<file path="config.mk">
export PLATFORM = sky130hd
export DESIGN_NAME = tcp_mem_glue
export DESIGN_NICKNAME = d
export VERILOG_FILES = /design/src/verilog/tcp_mem_pkg.sv /design/src/verilog/axis_downsizer.sv /design/src/verilog/axis_upsizer.sv /design/src/verilog/mem_activity_counters.sv /design/src/verilog/tcp_mem_glue.sv /design/src/verilog/tx_read_path.sv /design/src/verilog/tx_write_path.sv
export SDC_FILE = /design/constraint.sdc
export NUM_CORES = 1
export LEC_CHECK = 0
export ABC_CLOCK_PERIOD_IN_PS = 40100
export BUFFER_PORTS_ARGS = -buffer_cell sky130_fd_sc_hd__buf_4
export CORE_AREA = 3 3 673 675
export CTS_CLUSTER_DIAMETER = 50
export DETAILED_ROUTE_END_ITERATION = 10
export DIE_AREA = 0 0 676 678
export SLEW_MARGIN = 20
export SYNTH_ARGS = -nofsm -noshare
export SYNTH_HDL_FRONTEND = slang
export SYNTH_SLANG_ARGS = --single-unit
export TNS_END_PERCENT = 1
</file>
<file path="constraint.sdc">
create_clock -name net_clk -period 40.1 [get_ports net_clk]
set_clock_uncertainty 0.15 [all_clocks]
set_input_delay 8.02 -clock net_clk [delete_from_list [all_inputs] [get_ports net_clk]]
set_output_delay 8.02 -clock net_clk [all_outputs]
set_load 0.05 [all_outputs]
</file>
<file path="src/verilog/tcp_mem_pkg.sv">
/*
  shared types for the tcp offload memory glue
  engine buffer commands are 72 bits, only addr [63:32] and len [22:0] are used
  activity counters wrap at 16 bits
*/
package tcp_mem_pkg;

  typedef logic [71:0] hls_mem_cmd_t;   // packed engine buffer command
  typedef logic [63:0] mem_addr_t;      // byte address toward memory
  typedef logic [31:0] mem_len_t;       // transfer length in bytes
  typedef logic [15:0] activity_cnt_t;  // wrapping event count

  // address field, zero-extended to 64 bits
  function automatic mem_addr_t cmd_address(input hls_mem_cmd_t cmd);
    return {32'h0000_0000, cmd[63:32]};
  endfunction

  // length field, zero-extended to 32 bits
  function automatic mem_len_t cmd_length(input hls_mem_cmd_t cmd);
    return {9'h000, cmd[22:0]};
  endfunction

endpackage

</file>
<file path="src/verilog/axis_downsizer.sv">
/*
  splits one wide beat into narrow beats, low slice first
  stops after the highest slice with a keep bit set, so keep must not be all zero
  one wide beat buffered, next one may load while the final slice drains
*/
`timescale 1ns/1ps

module axis_downsizer #(
  parameter int NET_WIDTH = 64,
  parameter int MEM_WIDTH = 512
) (
  input  logic                   net_clk,
  input  logic                   net_aresetn,
  input  logic                   s_valid,
  output logic                   s_ready,
  input  logic [MEM_WIDTH-1:0]   s_data,
  input  logic [MEM_WIDTH/8-1:0] s_keep,
  input  logic                   s_last,
  output logic                   m_valid,
  input  logic                   m_ready,
  output logic [NET_WIDTH-1:0]   m_data,
  output logic [NET_WIDTH/8-1:0] m_keep,
  output logic                   m_last
);

  localparam int RATIO = MEM_WIDTH / NET_WIDTH;
  localparam int NK    = NET_WIDTH / 8;
  localparam int IDX_W = (RATIO > 1) ? $clog2(RATIO) : 1;

  logic [MEM_WIDTH-1:0]   buf_data;
  logic [MEM_WIDTH/8-1:0] buf_keep;
  logic                   buf_last;    // wide beat closed a packet
  logic                   buf_valid;
  logic [IDX_W-1:0]       idx;         // slice on offer
  logic [IDX_W-1:0]       last_idx;    // final slice of buffered beat
  logic [IDX_W-1:0]       in_last_idx;
  logic                   final_xfer;

  // highest slice with any keep bit set
  always_comb begin
    in_last_idx = '0;
    for (int i = 0; i < RATIO; i++) begin
      if (|s_keep[i*NK +: NK]) in_last_idx = IDX_W'(i);
    end
  end

  assign final_xfer = buf_valid && m_ready && (idx == last_idx);
  assign s_ready    = !buf_valid || final_xfer;   // reload in drain cycle

  assign m_valid = buf_valid;
  assign m_data  = buf_data[idx*NET_WIDTH +: NET_WIDTH];
  assign m_keep  = buf_keep[idx*NK +: NK];
  assign m_last  = buf_last && (idx == last_idx);

  always_ff @(posedge net_clk) begin
    if (!net_aresetn) begin
      buf_valid <= 1'b0;
      idx       <= '0;
    end else if (s_valid && s_ready) begin
      buf_valid <= 1'b1;
      idx       <= '0;                            // restart at low slice
    end else if (final_xfer) begin
      buf_valid <= 1'b0;
    end else if (buf_valid && m_ready) begin
      idx       <= idx + 1'b1;
    end
  end

  always_ff @(posedge net_clk) begin
    if (s_valid && s_ready) begin
      buf_data <= s_data;
      buf_keep <= s_keep;
      buf_last <= s_last;
      last_idx <= in_last_idx;
    end
  end

  a_keep_nonzero: assert property (@(posedge net_clk) disable iff (!net_aresetn)
    (s_valid && s_ready) |-> (|s_keep));

  a_data_hold: assert property (@(posedge net_clk) disable iff (!net_aresetn)
    (m_valid && !m_ready) |=> $stable(m_data));

endmodule

</file>
<file path="src/verilog/axis_upsizer.sv">
/*
  packs narrow beats into one wide beat, low slice first
  flushes when all slices are filled or on last, unfilled slices carry zero keep and data
  the wide beat appears the cycle after its final narrow beat
*/
`timescale 1ns/1ps

module axis_upsizer #(
  parameter int NET_WIDTH = 64,
  parameter int MEM_WIDTH = 512
) (
  input  logic                   net_clk,
  input  logic                   net_aresetn,
  input  logic                   s_valid,
  output logic                   s_ready,
  input  logic [NET_WIDTH-1:0]   s_data,
  input  logic [NET_WIDTH/8-1:0] s_keep,
  input  logic                   s_last,
  output logic                   m_valid,
  input  logic                   m_ready,
  output logic [MEM_WIDTH-1:0]   m_data,
  output logic [MEM_WIDTH/8-1:0] m_keep,
  output logic                   m_last
);

  localparam int RATIO = MEM_WIDTH / NET_WIDTH;
  localparam int NK    = NET_WIDTH / 8;
  localparam int IDX_W = (RATIO > 1) ? $clog2(RATIO) : 1;

  logic [MEM_WIDTH-1:0]   acc_data;
  logic [MEM_WIDTH/8-1:0] acc_keep;
  logic                   acc_last;
  logic [MEM_WIDTH-1:0]   nxt_data;
  logic [MEM_WIDTH/8-1:0] nxt_keep;
  logic                   out_valid;   // full wide beat on offer
  logic [IDX_W-1:0]       fill;        // next slice to write
  logic                   s_fire;
  logic                   flush;

  assign s_ready = !out_valid || m_ready;          // stall while full beat waits
  assign s_fire  = s_valid && s_ready;
  assign flush   = s_last || (fill == IDX_W'(RATIO - 1));

  // slice 0 starts a fresh beat, older slices cleared
  always_comb begin
    nxt_data = (fill == '0) ? '0 : acc_data;
    nxt_keep = (fill == '0) ? '0 : acc_keep;
    nxt_data[fill*NET_WIDTH +: NET_WIDTH] = s_data;
    nxt_keep[fill*NK +: NK]               = s_keep;
  end

  always_ff @(posedge net_clk) begin
    if (!net_aresetn) begin
      out_valid <= 1'b0;
      fill      <= '0;
    end else begin
      if (out_valid && m_ready) out_valid <= 1'b0;
      if (s_fire) begin
        fill <= flush ? '0 : fill + 1'b1;
        if (flush) out_valid <= 1'b1;              // overrides drain in same cycle
      end
    end
  end

  always_ff @(posedge net_clk) begin
    if (s_fire) begin
      acc_data <= nxt_data;
      acc_keep <= nxt_keep;
      acc_last <= s_last;
    end
  end

  assign m_valid = out_valid;
  assign m_data  = acc_data;
  assign m_keep  = acc_keep;
  assign m_last  = acc_last;

  a_valid_hold: assert property (@(posedge net_clk) disable iff (!net_aresetn)
    (m_valid && !m_ready) |=> m_valid);

endmodule

</file>
<file path="src/verilog/mem_activity_counters.sv">
/*
  live traffic monitor for the tx buffer channel
  all counts wrap at 16 bits and update one cycle after the event pulse
  outstanding_reads is read commands minus read packets, modulo 2^16
*/
`timescale 1ns/1ps

module mem_activity_counters (
  input  logic                        net_clk,
  input  logic                        net_aresetn,
  input  logic                        read_cmd_fire,
  input  logic                        read_pkt_done,
  input  logic                        write_cmd_fire,
  input  logic                        write_pkt_done,
  output tcp_mem_pkg::activity_cnt_t  read_cmd_count,
  output tcp_mem_pkg::activity_cnt_t  read_pkt_count,
  output tcp_mem_pkg::activity_cnt_t  write_cmd_count,
  output tcp_mem_pkg::activity_cnt_t  write_pkt_count,
  output tcp_mem_pkg::activity_cnt_t  outstanding_reads
);

  import tcp_mem_pkg::*;

  activity_cnt_t outstanding_nxt;

  // cmd and pkt may land in one cycle, net change zero
  assign outstanding_nxt = outstanding_reads + activity_cnt_t'(read_cmd_fire)
                           - activity_cnt_t'(read_pkt_done);

  always_ff @(posedge net_clk) begin
    if (!net_aresetn) begin
      read_cmd_count    <= '0;
      read_pkt_count    <= '0;
      write_cmd_count   <= '0;
      write_pkt_count   <= '0;
      outstanding_reads <= '0;
    end else begin
      if (read_cmd_fire)  read_cmd_count  <= read_cmd_count + 1'b1;
      if (read_pkt_done)  read_pkt_count  <= read_pkt_count + 1'b1;
      if (write_cmd_fire) write_cmd_count <= write_cmd_count + 1'b1;
      if (write_pkt_done) write_pkt_count <= write_pkt_count + 1'b1;
      outstanding_reads <= outstanding_nxt;     // tracks cmd minus pkt
    end
  end

endmodule

</file>
<file path="src/verilog/tcp_mem_glue.sv">
/*
  memory-side glue for one tx buffer channel of the tcp offload engine
  MEM_WIDTH must be a whole multiple of NET_WIDTH, keep widths are width/8
  commands pass with zero latency, data paths add one register stage
*/
`timescale 1ns/1ps

module tcp_mem_glue #(
  parameter int NET_WIDTH = 64,
  parameter int MEM_WIDTH = 512
) (
  input  logic                         net_clk,
  input  logic                         net_aresetn,
  // read commands
  input  logic                         eng_read_cmd_valid,
  output logic                         eng_read_cmd_ready,
  input  tcp_mem_pkg::hls_mem_cmd_t    eng_read_cmd_data,
  output logic                         mem_read_cmd_valid,
  input  logic                         mem_read_cmd_ready,
  output tcp_mem_pkg::mem_addr_t       mem_read_cmd_address,
  output tcp_mem_pkg::mem_len_t        mem_read_cmd_length,
  // read data, wide in and narrow out
  input  logic                         mem_read_data_valid,
  output logic                         mem_read_data_ready,
  input  logic [MEM_WIDTH-1:0]         mem_read_data_data,
  input  logic [MEM_WIDTH/8-1:0]       mem_read_data_keep,
  input  logic                         mem_read_data_last,
  output logic                         eng_read_data_valid,
  input  logic                         eng_read_data_ready,
  output logic [NET_WIDTH-1:0]         eng_read_data_data,
  output logic [NET_WIDTH/8-1:0]       eng_read_data_keep,
  output logic                         eng_read_data_last,
  // write commands
  input  logic                         eng_write_cmd_valid,
  output logic                         eng_write_cmd_ready,
  input  tcp_mem_pkg::hls_mem_cmd_t    eng_write_cmd_data,
  output logic                         mem_write_cmd_valid,
  input  logic                         mem_write_cmd_ready,
  output tcp_mem_pkg::mem_addr_t       mem_write_cmd_address,
  output tcp_mem_pkg::mem_len_t        mem_write_cmd_length,
  // write data, narrow in and wide out
  input  logic                         eng_write_data_valid,
  output logic                         eng_write_data_ready,
  input  logic [NET_WIDTH-1:0]         eng_write_data_data,
  input  logic [NET_WIDTH/8-1:0]       eng_write_data_keep,
  input  logic                         eng_write_data_last,
  output logic                         mem_write_data_valid,
  input  logic                         mem_write_data_ready,
  output logic [MEM_WIDTH-1:0]         mem_write_data_data,
  output logic [MEM_WIDTH/8-1:0]       mem_write_data_keep,
  output logic                         mem_write_data_last,
  // activity monitor
  output tcp_mem_pkg::activity_cnt_t   read_cmd_count,
  output tcp_mem_pkg::activity_cnt_t   read_pkt_count,
  output tcp_mem_pkg::activity_cnt_t   write_cmd_count,
  output tcp_mem_pkg::activity_cnt_t   write_pkt_count,
  output tcp_mem_pkg::activity_cnt_t   outstanding_reads
);

  logic read_cmd_fire;   // event pulses into the monitor
  logic read_pkt_done;
  logic write_cmd_fire;
  logic write_pkt_done;

  tx_read_path #(.NET_WIDTH(NET_WIDTH), .MEM_WIDTH(MEM_WIDTH)) i_read_path (
    .net_clk, .net_aresetn,
    .eng_read_cmd_valid, .eng_read_cmd_ready, .eng_read_cmd_data,
    .mem_read_cmd_valid, .mem_read_cmd_ready, .mem_read_cmd_address, .mem_read_cmd_length,
    .mem_read_data_valid, .mem_read_data_ready, .mem_read_data_data,
    .mem_read_data_keep, .mem_read_data_last,
    .eng_read_data_valid, .eng_read_data_ready, .eng_read_data_data,
    .eng_read_data_keep, .eng_read_data_last,
    .read_cmd_fire, .read_pkt_done
  );

  tx_write_path #(.NET_WIDTH(NET_WIDTH), .MEM_WIDTH(MEM_WIDTH)) i_write_path (
    .net_clk, .net_aresetn,
    .eng_write_cmd_valid, .eng_write_cmd_ready, .eng_write_cmd_data,
    .mem_write_cmd_valid, .mem_write_cmd_ready, .mem_write_cmd_address, .mem_write_cmd_length,
    .eng_write_data_valid, .eng_write_data_ready, .eng_write_data_data,
    .eng_write_data_keep, .eng_write_data_last,
    .mem_write_data_valid, .mem_write_data_ready, .mem_write_data_data,
    .mem_write_data_keep, .mem_write_data_last,
    .write_cmd_fire, .write_pkt_done
  );

  mem_activity_counters i_counters (
    .net_clk, .net_aresetn,
    .read_cmd_fire, .read_pkt_done, .write_cmd_fire, .write_pkt_done,
    .read_cmd_count, .read_pkt_count, .write_cmd_count, .write_pkt_count,
    .outstanding_reads
  );

endmodule

</file>
<file path="src/verilog/tx_read_path.sv">
/*
  tx read channel: command repacking and 512 to 64 bit data narrowing
  the command stream is combinational, ready flows straight back
  event pulses are single cycle and unregistered
*/
`timescale 1ns/1ps

module tx_read_path #(
  parameter int NET_WIDTH = 64,
  parameter int MEM_WIDTH = 512
) (
  input  logic                         net_clk,
  input  logic                         net_aresetn,
  input  logic                         eng_read_cmd_valid,
  output logic                         eng_read_cmd_ready,
  input  tcp_mem_pkg::hls_mem_cmd_t    eng_read_cmd_data,
  output logic                         mem_read_cmd_valid,
  input  logic                         mem_read_cmd_ready,
  output tcp_mem_pkg::mem_addr_t       mem_read_cmd_address,
  output tcp_mem_pkg::mem_len_t        mem_read_cmd_length,
  input  logic                         mem_read_data_valid,
  output logic                         mem_read_data_ready,
  input  logic [MEM_WIDTH-1:0]         mem_read_data_data,
  input  logic [MEM_WIDTH/8-1:0]       mem_read_data_keep,
  input  logic                         mem_read_data_last,
  output logic                         eng_read_data_valid,
  input  logic                         eng_read_data_ready,
  output logic [NET_WIDTH-1:0]         eng_read_data_data,
  output logic [NET_WIDTH/8-1:0]       eng_read_data_keep,
  output logic                         eng_read_data_last,
  output logic                         read_cmd_fire,
  output logic                         read_pkt_done
);

  import tcp_mem_pkg::*;

  assign mem_read_cmd_valid   = eng_read_cmd_valid;
  assign eng_read_cmd_ready   = mem_read_cmd_ready;               // no buffering on commands
  assign mem_read_cmd_address = cmd_address(eng_read_cmd_data);
  assign mem_read_cmd_length  = cmd_length(eng_read_cmd_data);

  assign read_cmd_fire = mem_read_cmd_valid && mem_read_cmd_ready;
  assign read_pkt_done = mem_read_data_valid && mem_read_data_ready && mem_read_data_last; // wide side

  axis_downsizer #(.NET_WIDTH(NET_WIDTH), .MEM_WIDTH(MEM_WIDTH)) i_downsizer (
    .net_clk, .net_aresetn,
    .s_valid(mem_read_data_valid), .s_ready(mem_read_data_ready),
    .s_data(mem_read_data_data), .s_keep(mem_read_data_keep), .s_last(mem_read_data_last),
    .m_valid(eng_read_data_valid), .m_ready(eng_read_data_ready),
    .m_data(eng_read_data_data), .m_keep(eng_read_data_keep), .m_last(eng_read_data_last)
  );

  // engine must never request an empty buffer read
  a_read_len_nonzero: assert property (@(posedge net_clk) disable iff (!net_aresetn)
    read_cmd_fire |-> (mem_read_cmd_length != '0));

endmodule

</file>
<file path="src/verilog/tx_write_path.sv">
/*
  tx write channel: command repacking and 64 to 512 bit data widening
  a packet end flushes a partly filled wide beat, unfilled slices are zero
*/
`timescale 1ns/1ps

module tx_write_path #(
  parameter int NET_WIDTH = 64,
  parameter int MEM_WIDTH = 512
) (
  input  logic                         net_clk,
  input  logic                         net_aresetn,
  input  logic                         eng_write_cmd_valid,
  output logic                         eng_write_cmd_ready,
  input  tcp_mem_pkg::hls_mem_cmd_t    eng_write_cmd_data,
  output logic                         mem_write_cmd_valid,
  input  logic                         mem_write_cmd_ready,
  output tcp_mem_pkg::mem_addr_t       mem_write_cmd_address,
  output tcp_mem_pkg::mem_len_t        mem_write_cmd_length,
  input  logic                         eng_write_data_valid,
  output logic                         eng_write_data_ready,
  input  logic [NET_WIDTH-1:0]         eng_write_data_data,
  input  logic [NET_WIDTH/8-1:0]       eng_write_data_keep,
  input  logic                         eng_write_data_last,
  output logic                         mem_write_data_valid,
  input  logic                         mem_write_data_ready,
  output logic [MEM_WIDTH-1:0]         mem_write_data_data,
  output logic [MEM_WIDTH/8-1:0]       mem_write_data_keep,
  output logic                         mem_write_data_last,
  output logic                         write_cmd_fire,
  output logic                         write_pkt_done
);

  import tcp_mem_pkg::*;

  assign mem_write_cmd_valid   = eng_write_cmd_valid;
  assign eng_write_cmd_ready   = mem_write_cmd_ready;
  assign mem_write_cmd_address = cmd_address(eng_write_cmd_data);
  assign mem_write_cmd_length  = cmd_length(eng_write_cmd_data);

  assign write_cmd_fire = mem_write_cmd_valid && mem_write_cmd_ready;
  assign write_pkt_done = eng_write_data_valid && eng_write_data_ready && eng_write_data_last; // narrow side

  axis_upsizer #(.NET_WIDTH(NET_WIDTH), .MEM_WIDTH(MEM_WIDTH)) i_upsizer (
    .net_clk, .net_aresetn,
    .s_valid(eng_write_data_valid), .s_ready(eng_write_data_ready),
    .s_data(eng_write_data_data), .s_keep(eng_write_data_keep), .s_last(eng_write_data_last),
    .m_valid(mem_write_data_valid), .m_ready(mem_write_data_ready),
    .m_data(mem_write_data_data), .m_keep(mem_write_data_keep), .m_last(mem_write_data_last)
  );

endmodule
</file>
# After elaboration in Yosys (flattened, before gate mapping)
# Index checks and enable logic that the tools add are counted.
word_totals:
  mem_bits_rw: 0
  out_inout_bits: 930
  mem_count: 0
  rom_bits: 0
  latchBits: 0
  wordCells: 82
  register_bits: 1245
  in_bits: 804
classes:
  n_reduce_logical: 28
  div: 0
  n_mul: 0
  shift: 6
  addsub: 10
  eq_ne: 2
  bitwise_logic: 2
  muxes: 16
  magnitude_cmp: 0
op_table:
  columns: ["op", "n"]
  rows:
  - ["$bwmux 512", 1]
  - ["$mux 512", 1]
  - ["$shift 64x34->512 const A", 1]
  - ["$shiftx 512x10->64", 1]
  - ["$shiftx 64x34->512", 1]
  - ["$add 16x1->16 const B", 4]
  - ["$bwmux 64", 1]
  - ["$mux 64", 1]
  - ["$shift 8x34->64 const A", 1]
  - ["$shiftx 64x7->8", 1]
  - ["$shiftx 8x34->64", 1]
  - ["$reduce_or 8->1", 7]
  - ["$neg 6->34", 1]
  - ["$neg 9->34", 1]
  - ["$reduce_or 32->1", 1]
  - ["$add 16x1->16", 1]
  - ["$reduce_or 16->1", 1]
  - ["$sub 16x1->16", 1]
  - ["$logic_and 1x1->1", 10]
  - ["$mux 3", 3]
  - ["$mux 1", 7]
  - ["$add 3x1->3 const B", 2]
  - ["$mux 2", 2]
  - ["$eq 3x3->1", 1]
  - ["other kinds (8)", 12]

# Depth between registers and ports, before layout
# Gate-level depths: netlist of the first run.
depth:
  depth_word: 7
  mapped_depth: 13
  depth_no_buf: 12

# Modules after synthesis
# From an unflattened synthesis of the first run, not the netlist that was laid out.
hier_totals:
  cells_unflattened: 2819
  area_unflattened_um2: 49307.3
modules_own_cells:
  columns: ["module", "area_each_um2", "n_inst", "seq_area_each_um2", "cells_per_inst"]
  rows:
  - ["axis_downsizer", 22120.0, 1, 17496.8, 893]
  - ["axis_upsizer", 21750.9, 1, 17406.7, 1273]
  - ["mem_activity_counters", 3932.5, 1, 1601.5, 451]
  - ["tx_read_path", 752.0, 1, 0.0, 101]
  - ["tx_write_path", 752.0, 1, 0.0, 101]

# Worst setup path before layout of the first run
# Ideal clock, no wire load.
synth_path:
  path_type: "in2reg"
  from: "in eng_read_data_ready"
  to: "reg i_read_path.i_downsizer.buf_data[0] (enable)"
  path_buffers: 1
  required_ns: 38.413
  stages: 3
  arrival_time_ns: 32.388
  setup_ns: 1.537
  setup_slack_ns: 6.025
  cell_sequence: "a41oi_2 > buf_2 > nor2_1"
synth_between:
  elab_chain_len: 4
synth_lines:
  columns: ["item", "line", "rtl"]
  rows:
  - ["start, declared", "tcp_mem_glue.sv:29", "input logic eng_read_data_ready,"]
  - ["$logic_and 1x1->1 (2 in a row)", "axis_downsizer.sv:47", "assign final_xfer = buf_valid && m_ready && (idx == last_idx);"]
  - ["$logic_or 1x1->1", "axis_downsizer.sv:48", "assign s_ready = !buf_valid || final_xfer;"]
  - ["$logic_and 1x1->1", "axis_downsizer.sv:70", "if (s_valid && s_ready) begin"]
  - ["end signal, assigned", "axis_downsizer.sv:71", "buf_data <= s_data;"]
  - ["end, declared", "axis_downsizer.sv:30", "logic [MEM_WIDTH-1:0] buf_data;"]
# No other way between the ends.
# A chain may end at the register's enable or synchronous reset.

# Worst setup path in the final report of the first run
layout_path:
  from: "in eng_read_data_ready"
  to: "out mem_read_data_ready"
layout_between:
  elab_chain_len: 3
layout_lines:
  columns: ["item", "line", "rtl"]
  rows:
  - ["$logic_and 1x1->1 (2 in a row)", "axis_downsizer.sv:47", null]
  - ["$logic_or 1x1->1", "axis_downsizer.sv:48", null]
  - ["end, declared", "tcp_mem_glue.sv:24", "output logic mem_read_data_ready,"]
# No other way between the ends.

==> impl_metrics.ini, run 1 <==
[routing]
wl_met3_um = 19700
topRoutingLayerUsed = met5
vias_per_cell = 3.00
routed-wl-met2_um = 116000
drt_pass1_iterations = 7
routedWlPerCell_um = 22.2
detail_route.wirelength.met1_um = 83300
routed_wl_um = 231000
drc = 0
ant_nets = 0
drt_first_iter_violations = 3044
vias = 31100

[logic_synthesis]
synth_seq_cells = 1245
synth_area_leaders = edfxtp_1, mux4_2, and2_1
async_flop_share_pct = 0
ys_seq_area_share_pct = 74.3
syn-cell-area_um2 = 49100
synth-edff-count = 1157
yosysMostFrequentCell = edfxtp_1
yosysWarnings = 0
ys_types = 56
synthCells = 2882
synth_top_area_share_pct = 70.8
yosysTopAreaCell = edfxtp_1
synth_commonest_cells = edfxtp_1, and2_1, nor2_1, buf_4, mux4_2
syn_area_per_cell_um2 = 17.0
synth-main-ff-cell = edfxtp_1

[timing]
setup_viol = 0
rsz0062_at_grt = no
slew_violations = 0
fmax_ghz = 0.0571
finalSetupTns_ps = 0
hold_violations = 0
worst_slew_pin_slew_ps = 1070
fin_crit_sh_pct = 43.7
maxSlewHeadroom_pct = 28.4
fin_crit_ps = 17510
timing.hold.ws_ps = 350

[clock_tree]
cts_resized = 0
clkLatencyLatePin_ps = 850
cts_root_buf = clkbuf_16
cts_buffers = 166
clk_pin_slew_ps = 50
tritoncts = yes
cts_max_path_buffers = 4
cts_num_sinks = 1245
htreeDepth = 4
hold_buffers = 0
cts_setup_buffers = 0

[floorplan]
initial_core_util_pct = 11.0
rows = 246
dieArea_um2 = 458000
io_pins = 1734
die_h_um = 678
die_width_um = 676
core_area_um2 = 448000

[global_route]
grt_pass1_wl_um = 292000
grt_pass1_vias = 30400
grt_overflow = 0
antenna_found_initial = 86
grt_max_degree = 86
grt_use_total_pct = 9.54

[cells_and_area]
drive_gt1_share_pct = 44.6
syn2layout_area_growth_pct = 45.5
fillers = 49300
design_area_um2 = 71400
final_nets = 5089
instances_no_fill = 10400

[power]
p_leak_uw = 0.0256
peakVddDrop_uv = 38.5
p_per_area_nw_per_um2 = 50.6

[critical_path]
cp-start-kind = primary input
cpPeakStageDelay_ps = 790
worstPathMaxFanout = 16
crit_path_frequent_cell = buf_4
crit_chain = buf_4 -> a41oi_2 -> inv_1 -> buf_4
crit_buf_inv = 3
critical_path.top_delay_family = compound AO/OA/AOI/OAI gates
worstPathArrival_ps = 9340
critPathSlowestCell = a41oi_2
worstSetupEndpointType = primary output
criticalPathCategory = primary input to primary output
cp.required_ps = 31930

[job]
maxCapViolCount = 0

[placement]
dpl.cell_count = 10000
post_dp_cell_area_um2 = 65800
port_buffers = 1397
gp_congestion = 0.843
dp_hpwl_um = 184000

[outcome]
status = finished clean

[worst_hold_path]
hp-class = flip-flop to flip-flop
==> stage by stage <==
stage                     utilization [%]  setup slack [ps]  total power [µW]
final                                15.9             22590              3610
after floorplan                         -              6030              1980
after global placement               14.7             22650              2150
after CTS                            15.9             22640              3670
after detailed placement             14.7             22630              2150
after global routing                 15.9             22520              3750
==> cell type report <==
type	count	area, µm²	area share, %
sequential	1245	36500	51.1
timing repair buffer	1449	10900	15.3
multi-input combinational	1367	10900	15.2
tap	5952	7450	10.4
clock buffer	191	4260	5.96
clock inverter	102	1230	1.72
inverter	30	113	0.158
antenna	41	103	0.144
==> path summary, 6_finish.rpt <==
check,startpoint,endpoint,slack [ps],cells after the start
max,eng_read_data_ready,mem_read_data_ready,22590,4
max reg2reg,i_read_path.i_downsizer.idx[2]$_SDFFE_PP0P_,i_read_path.i_downsizer.buf_data[202]$_DFFE_PP_,32140,11
min reg2reg,i_counters.read_pkt_count[14]$_SDFFE_PN0P_,i_counters.read_pkt_count[14]$_SDFFE_PN0P_,350,2
min,i_counters.read_pkt_count[14]$_SDFFE_PN0P_,i_counters.read_pkt_count[14]$_SDFFE_PN0P_,350,2
==> registers in the layout (all words and copies together), names as in the netlist <==
signal / cells
i_counters.outstanding_reads: 16
i_counters.read_cmd_count: 16
i_counters.read_pkt_count: 16
i_counters.write_cmd_count: 16
i_counters.write_pkt_count: 16
i_read_path.i_downsizer.buf_data: 512
i_read_path.i_downsizer.buf_keep: 64
i_read_path.i_downsizer.buf_last: 1
i_read_path.i_downsizer.idx: 3
i_read_path.i_downsizer.last_idx: 3
i_read_path.i_downsizer.m_valid: 1
i_write_path.i_upsizer.fill: 3
i_write_path.i_upsizer.m_data: 512
i_write_path.i_upsizer.m_keep: 64
i_write_path.i_upsizer.m_last: 1
i_write_path.i_upsizer.m_valid: 1
==> cell usage in the layout, fill, tap and decap left out, drive strengths merged, types with 58 or more instances in the layout <==
| cell type | count |
|---|---|
| nand2 | 89 |
| edfxtp | 1157 |
| conb | 82 |
| dfxtp | 88 |
| mux2 | 72 |
| clkbuf | 191 |
| buf | 1449 |
| mux4 | 144 |
| nor2 | 198 |
| and2 | 468 |
| inv | 58 |
==> power by group <==
part           leakage (µW)  switching [µW]  internal (µW)  total (µW)
Sequential           0.0120            32.9           1510        1540
Combinational        0.0110             398            178         575
Clock               0.00265             622            871        1490
==> cell families (layout without fill, tap and decap cells) <==
| group | count (synthesis) | in the layout | synth area share, % |
|---|---|---|---|
| simple gates | 898 | 898 | 10.1 |
| compound gates | 74 | 74 | 1.03 |
| flops | 1245 | 1245 | 74.3 |
| other cells | 1 | 123 | 0.00764 |
| mux | 227 | 227 | 8.48 |
| buf+inv | 351 | 1772 | 4.34 |
| xor+xnor | 60 | 60 | 1.07 |
| fa+ha+maj | 26 | 26 | 0.678 |
==> metal layers <==
layer  vias up  global-route usage (%)
met5         -                       0
met4        32                    4.48
met3       506                    2.62
met2      1795                    16.8
met1     15500                    10.6
li1      13200                       -
==> worst min-delay path, cell delays in order (launching register included) <==
cell and delay (ps):
dfxtp_1 340, nand2_1 60, mux2i_1 50
Note: power is estimated with default switching activity, not from simulation.
==> run 2: changes to the inputs <==
--- a/config.mk
+++ b/config.mk
@@ -5,7 +5,7 @@
 export SDC_FILE = /design/constraint.sdc
 export NUM_CORES = 1
 export LEC_CHECK = 0
-export ABC_CLOCK_PERIOD_IN_PS = 40100
+export ABC_CLOCK_PERIOD_IN_PS = 17900
 export BUFFER_PORTS_ARGS = -buffer_cell sky130_fd_sc_hd__buf_4
 export CORE_AREA = 3 3 673 675
 export CTS_CLUSTER_DIAMETER = 50
==> constraint.sdc (replaced) <==
create_clock -name net_clk -period 17.9 [get_ports net_clk]
set_clock_uncertainty 0.15 [all_clocks]
set_input_delay 3.58 -clock net_clk [delete_from_list [all_inputs] [get_ports net_clk]]
set_output_delay 3.58 -clock net_clk [all_outputs]
set_load 0.05 [all_outputs]
==> impl_metrics.ini, run 2 (synthesis results as in run 1) <==
[clock_tree]
cts_buffers = 175
cts_resized = 0
htreeDepth = 4
tritoncts = yes
cts_max_path_buffers = 4
hold_buffers = 0
cts_num_sinks = 1245
clkLatencyLatePin_ps = 850
cts_setup_buffers = 0
cts_root_buf = clkbuf_16
clk_pin_slew_ps = 60

[power]
power_frac_seq_pct = 41.9
p_per_area_nw_per_um2 = 115
peakVddDrop_uv = 76.4
switching_power_uw = 2400
p_clk_share_pct = 42.6
p_total_uw = 8270
intPower_uw = 5870
p_leak_uw = 0.0259
swShare_pct = 29.0
p_comb_share_pct = 15.5

[critical_path]
worstSetupEndpointType = primary output
worstPathMaxFanout = 54
critPathSlowestCell = dfxtp_4
criticalPathCategory = flip-flop to primary output
critical_path.top_delay_family = buffers and inverters
crit_path_frequent_cell = buf_4
cp-start-kind = flip-flop
crit_chain = buf_4 -> buf_12 -> buf_4 -> mux4_2 -> mux2_2 -> buf_4
crit_buf_inv = 4
cpPeakStageDelay_ps = 870
cp.required_ps = 14170
worstPathArrival_ps = 5000

[timing]
slew_violations = 0
fmax_ghz = 0.115
maxSlewHeadroom_pct = 28.5
worst_slew_pin_slew_ps = 1070
fin_crit_sh_pct = 48.8
hold_violations = 0
finalSetupTns_ps = 0
rsz0062_at_grt = no
setup_viol = 0
fin_crit_ps = 8730

[global_route]
grt_max_degree = 101
grt_pass1_wl_um = 307000
grt_pass1_vias = 30500
grt_overflow = 0
grt_use_total_pct = 10.1
antenna_found_initial = 126

[cells_and_area]
layout_commonest_cell = buf_4
drive_gt1_share_pct = 44.9
fillers = 49100
syn2layout_area_growth_pct = 46.3
instances_no_fill = 10400
final_nets = 5101
layout_common_cells = buf_4, edfxtp_1, and2_1
seqCellArea_um2 = 36500
multi_input_area_um2 = 10900

[outcome]
status = finished clean

[placement]
dpl.cell_count = 10000
dp_hpwl_um = 195000
port_buffers = 1397
gp_congestion = 0.820

[floorplan]
io_pins = 1734
rows = 246
die_width_um = 676
die_h_um = 678
core_area_um2 = 448000
dieArea_um2 = 458000
initial_core_util_pct = 11.0

[routing]
drt_pass1_iterations = 6
drc = 0
routedWlPerCell_um = 23.5
drt_first_iter_violations = 2450
routed_wl_um = 245000
vias_per_cell = 3.00
vias = 31100
ant_nets = 0

[worst_hold_path]
hp-class = flip-flop to flip-flop

[job]
maxCapViolCount = 0
-- run 2: cell count changes in the layout (fill, tap and decap cells not counted), moves of 5 or more --
cell	previous run	this run
clkinv_8	1	7
clkinv_2	14	26
clkinv_4	14	9
clkbuf_16	166	177
diode_2	41	26
-- run 2: tightest hold or removal path: stages, from the launching register on --
cell and delay (ps):
dfxtp_1 330, nand2_1 60, a21oi_1 60
-- run 2: area by class of cell --
cell class | instances | share of cell area (%)
sequential | 1245 | 50.8
inverter | 30 | 0.157
tap | 5952 | 10.4
antenna | 26 | 0.0906
clock buffer | 208 | 6.40
timing repair buffer | 1452 | 15.2
multi-input combinational | 1367 | 15.2
clock inverter | 108 | 1.74
-- run 2: metrics by stage --
| stage | util, % | instance area, µm² | setup slack, ps | hold slack (ps) |
|---|---|---|---|---|
| floorplan | - | 49400 | 4770 | 337 |
| global placement | 14.7 | 65900 | 9760 | 324 |
| detailed placement | 14.7 | 65900 | 9720 | 342 |
| CTS | 16.0 | 71700 | 8960 | 350 |
| global route | 16.0 | 71800 | 8750 | 376 |
| finish | 16.0 | 71800 | 9170 | 351 |
-- run 2: worst paths after layout --
path                                                from                                               to  slack, ps  depth (start not counted)
max reg2reg  i_read_path.i_downsizer.idx[2]$_SDFFE_PP0P_  i_read_path.i_downsizer.buf_data[486]$_DFFE_PP_      12490                          8
min reg2reg    i_counters.read_cmd_count[1]$_SDFFE_PN0P_        i_counters.read_cmd_count[1]$_SDFFE_PN0P_        350                          2
max          i_read_path.i_downsizer.idx[0]$_SDFFE_PP0P_                           eng_read_data_data[14]       9170                          6
min            i_counters.read_cmd_count[1]$_SDFFE_PN0P_        i_counters.read_cmd_count[1]$_SDFFE_PN0P_        350                          2
-- run 2: layer usage --
| layer | global-route usage (%) | wire length (µm) |
|---|---|---|
| met5 | 0 | 336 |
| met4 | 3.67 | 9600 |
| met3 | 3.41 | 22600 |
| met2 | 17.9 | 123000 |
| met1 | 11.2 | 88900 |
-- run 2: power groups by stage --
| stage | Sequential (µW) | Combinational, µW | Clock [µW] |
|---|---|---|---|
| 6_report | 3460 | 1290 | 3520 |
| 5_1_grt | 3470 | 1360 | 3750 |
| 4_1_cts | 3460 | 1310 | 3640 |
| 3_5_place_dp | 3520 | 1300 | 0 |
| 3_3_place_gp | 3520 | 1300 | 0 |
| 2_1_floorplan | 3870 | 512 | 0 |
==> run 3: changes to the inputs <==
--- a/config.mk
+++ b/config.mk
@@ -5,12 +5,13 @@
 export SDC_FILE = /design/constraint.sdc
 export NUM_CORES = 1
 export LEC_CHECK = 0
-export ABC_CLOCK_PERIOD_IN_PS = 17900
+export ABC_AREA = 1
+export ABC_CLOCK_PERIOD_IN_PS = 7000
 export BUFFER_PORTS_ARGS = -buffer_cell sky130_fd_sc_hd__buf_4
-export CORE_AREA = 3 3 673 675
+export CORE_AREA = 3 3 672 674
 export CTS_CLUSTER_DIAMETER = 50
 export DETAILED_ROUTE_END_ITERATION = 10
-export DIE_AREA = 0 0 676 678
+export DIE_AREA = 0 0 675 677
 export SLEW_MARGIN = 20
 export SYNTH_ARGS = -nofsm -noshare
 export SYNTH_HDL_FRONTEND = slang
==> constraint.sdc (replaced) <==
create_clock -name net_clk -period 7 [get_ports net_clk]
set_clock_uncertainty 0.15 [all_clocks]
set_input_delay 1.4 -clock net_clk [delete_from_list [all_inputs] [get_ports net_clk]]
set_output_delay 1.4 -clock net_clk [all_outputs]
set_load 0.05 [all_outputs]
==> impl_metrics.ini, run 3 <==
[logic_synthesis]
synth-main-ff-cell = edfxtp_1
synth_top_area_share_pct = 71.0
ys_types = 45
yosysMostFrequentCell = edfxtp_1
synthCells = 3918
synth-edff-count = 1157
syn-cell-area_um2 = 48900
synth_commonest_cells = edfxtp_1, nor2_1, nand2_1, o21ai_0, buf_4
ys_seq_area_share_pct = 74.6
async_flop_share_pct = 0
synth_seq_cells = 1245
yosysTopAreaCell = edfxtp_1
syn_area_per_cell_um2 = 12.5
yosysWarnings = 0
synth_area_leaders = edfxtp_1, nor2_1, dfxtp_1

[global_route]
grt_pass1_wl_um = 321000
grt_pass1_vias = 35000
grt_max_degree = 145
grt_overflow = 0
grt_use_total_pct = 10.4
antenna_found_initial = 105

[clock_tree]
hold_buffers = 0
tritoncts = yes
cts_buffers = 176
cts_max_path_buffers = 4
cts_num_sinks = 1245
cts_root_buf = clkbuf_16
cts_resized = 0
cts_setup_buffers = 0
clkLatencyLatePin_ps = 820
clk_pin_slew_ps = 60
htreeDepth = 4

[routing]
routedWlPerCell_um = 22.1
drc = 0
drt_pass1_iterations = 5
drt_first_iter_violations = 2731
vias_per_cell = 3.18
routed_wl_um = 250000
vias = 36000
ant_nets = 0

[cells_and_area]
design_area_um2 = 71600
layout_common_cells = buf_4, edfxtp_1, nor2_1
layout_commonest_cell = buf_4
final_nets = 6075
fillers = 49300
drive_gt1_share_pct = 33.1
fin_util_pct = 16.1
syn2layout_area_growth_pct = 46.4

[critical_path]
crit_buf_inv = 3
critical_path.top_delay_family = buffers and inverters
startpoint = i_read_path.i_downsizer.idx[1]$_SDFFE_PP0P_
worstPathArrival_ps = 3620
criticalPathCategory = flip-flop to primary output
worstPathMaxFanout = 88
cpPeakStageDelay_ps = 550
crit_chain = inv_6 -> buf_12 -> o21ai_0 -> o22ai_1 -> nand2_1 -> nand2_1 -> buf_4
timing.rr.start = i_read_path.i_downsizer.idx[1]$_SDFFE_PP0P_
crit_path_frequent_cell = nand2_1
worstSetupEndpointType = primary output
cp-start-kind = flip-flop
critPathSlowestCell = o22ai_1
cp.required_ps = 5450

[placement]
dp_hpwl_um = 197000
port_buffers = 1397
gp_congestion = 0.881
post_dp_cell_area_um2 = 65600

[power]
p_per_area_nw_per_um2 = 303
peakVddDrop_uv = 201
p_leak_uw = 0.0271

[timing]
setup_viol = 0
rsz0062_at_grt = no
fmax_ghz = 0.194
maxSlewHeadroom_pct = 22.0
timing.hold.ws_ps = 334
fin_crit_ps = 5170
hold_violations = 0
fin_crit_sh_pct = 73.8
worst_slew_pin_slew_ps = 1170
finalSetupTns_ps = 0
slew_violations = 0

[floorplan]
io_pins = 1734
initial_core_util_pct = 11.0
die_h_um = 677
rows = 245
core_area_um2 = 445000
die_width_um = 675
dieArea_um2 = 457000

[outcome]
status = finished clean

[job]
maxCapViolCount = 0

[worst_hold_path]
hp-class = flip-flop to flip-flop
hp-start = i_counters.write_cmd_count[12]$_SDFFE_PN0P_
run 3: cell types whose count changed in the layout (fill, tap and decap cells not counted), moves of 144 or more:
cell and delta:
and2_1 -465, nor2_1 +785, o22ai_1 +144, mux4_2 -144
o21ai_0 +266, nand2_1 +324
run 3: area by class of cell:
class | count | area [µm²] | area share, %
flip-flops and latches | 1245 | 36500 | 51.0
repair buffers | 1446 | 11100 | 15.4
multi-input cells | 2195 | 9910 | 13.8
well taps | 5928 | 7420 | 10.4
clock buffers | 202 | 4570 | 6.39
clock inverters | 118 | 1380 | 1.93
inverters | 181 | 711 | 0.992
diodes | 21 | 52.6 | 0.0734
run 3: path summary, 6_finish.rpt:
| check | to | slack (ps) | cells past startpoint |
|---|---|---|---|
| min reg2reg | i_counters.write_cmd_count[12]$_SDFFE_PN0P_ | 330 | 2 |
| max | eng_read_data_data[46] | 1830 | 7 |
| min | i_counters.write_cmd_count[12]$_SDFFE_PN0P_ | 330 | 2 |
| max reg2reg | i_counters.outstanding_reads[10]$_SDFF_PN0_ | 2500 | 19 |
run 3: power breakdown:
part | internal (µW) | total, µW | switching [µW]
Sequential | 8760 | 8970 | 201
Combinational | 958 | 3600 | 2640
Clock | 5380 | 9110 | 3730
Total | 15100 | 21700 | 6570
run 3: cells by family (layout without fill, tap and decap cells):
logic type                 after synthesis  in the layout  synth area share (%)
buffers and inverters                  559           1947                  6.09
and+or+nand+nor                       1522           1522                  12.3
xor gates and xnor gates                 9              9                 0.176
DFF                                   1245           1245                  74.6
AOI/OAI and AO/OA                      556            556                  6.14
other                                    1            103               0.00767
adders and majority gates               26             26                 0.680
run 3: per-stage QoR:
step                std cells  setup slack [ps]  total power, µW
global placement        11000              2050            12800
global route            11300              1500            22500
floorplan                3999              -657            11500
finish                  11300              1830            21700
detailed placement      11000              2070            12800
CTS                     11300              1580            22000
run 3: worst register-to-register path, delay by kind of cell (launching register included):
family	cells	cell delay [ps]
buf+inv	3	580
fa+ha+maj	3	910
flops	1	770
simple gates	11	1750
compound gates	2	200
run 3: layer usage:
| metal | routed length [µm] | track usage [%] | up-vias | part of all wire, % |
|---|---|---|---|---|
| met5 | 366 | 0.210 | - | 0.15 |
| li1 | - | - | 16100 | - |
| met1 | 87600 | 10.9 | 17400 | 35 |
| met2 | 128000 | 19.0 | 2002 | 51 |
| met4 | 11400 | 4.11 | 42 | 4.5 |
| met3 | 22800 | 3.52 | 504 | 9.1 |
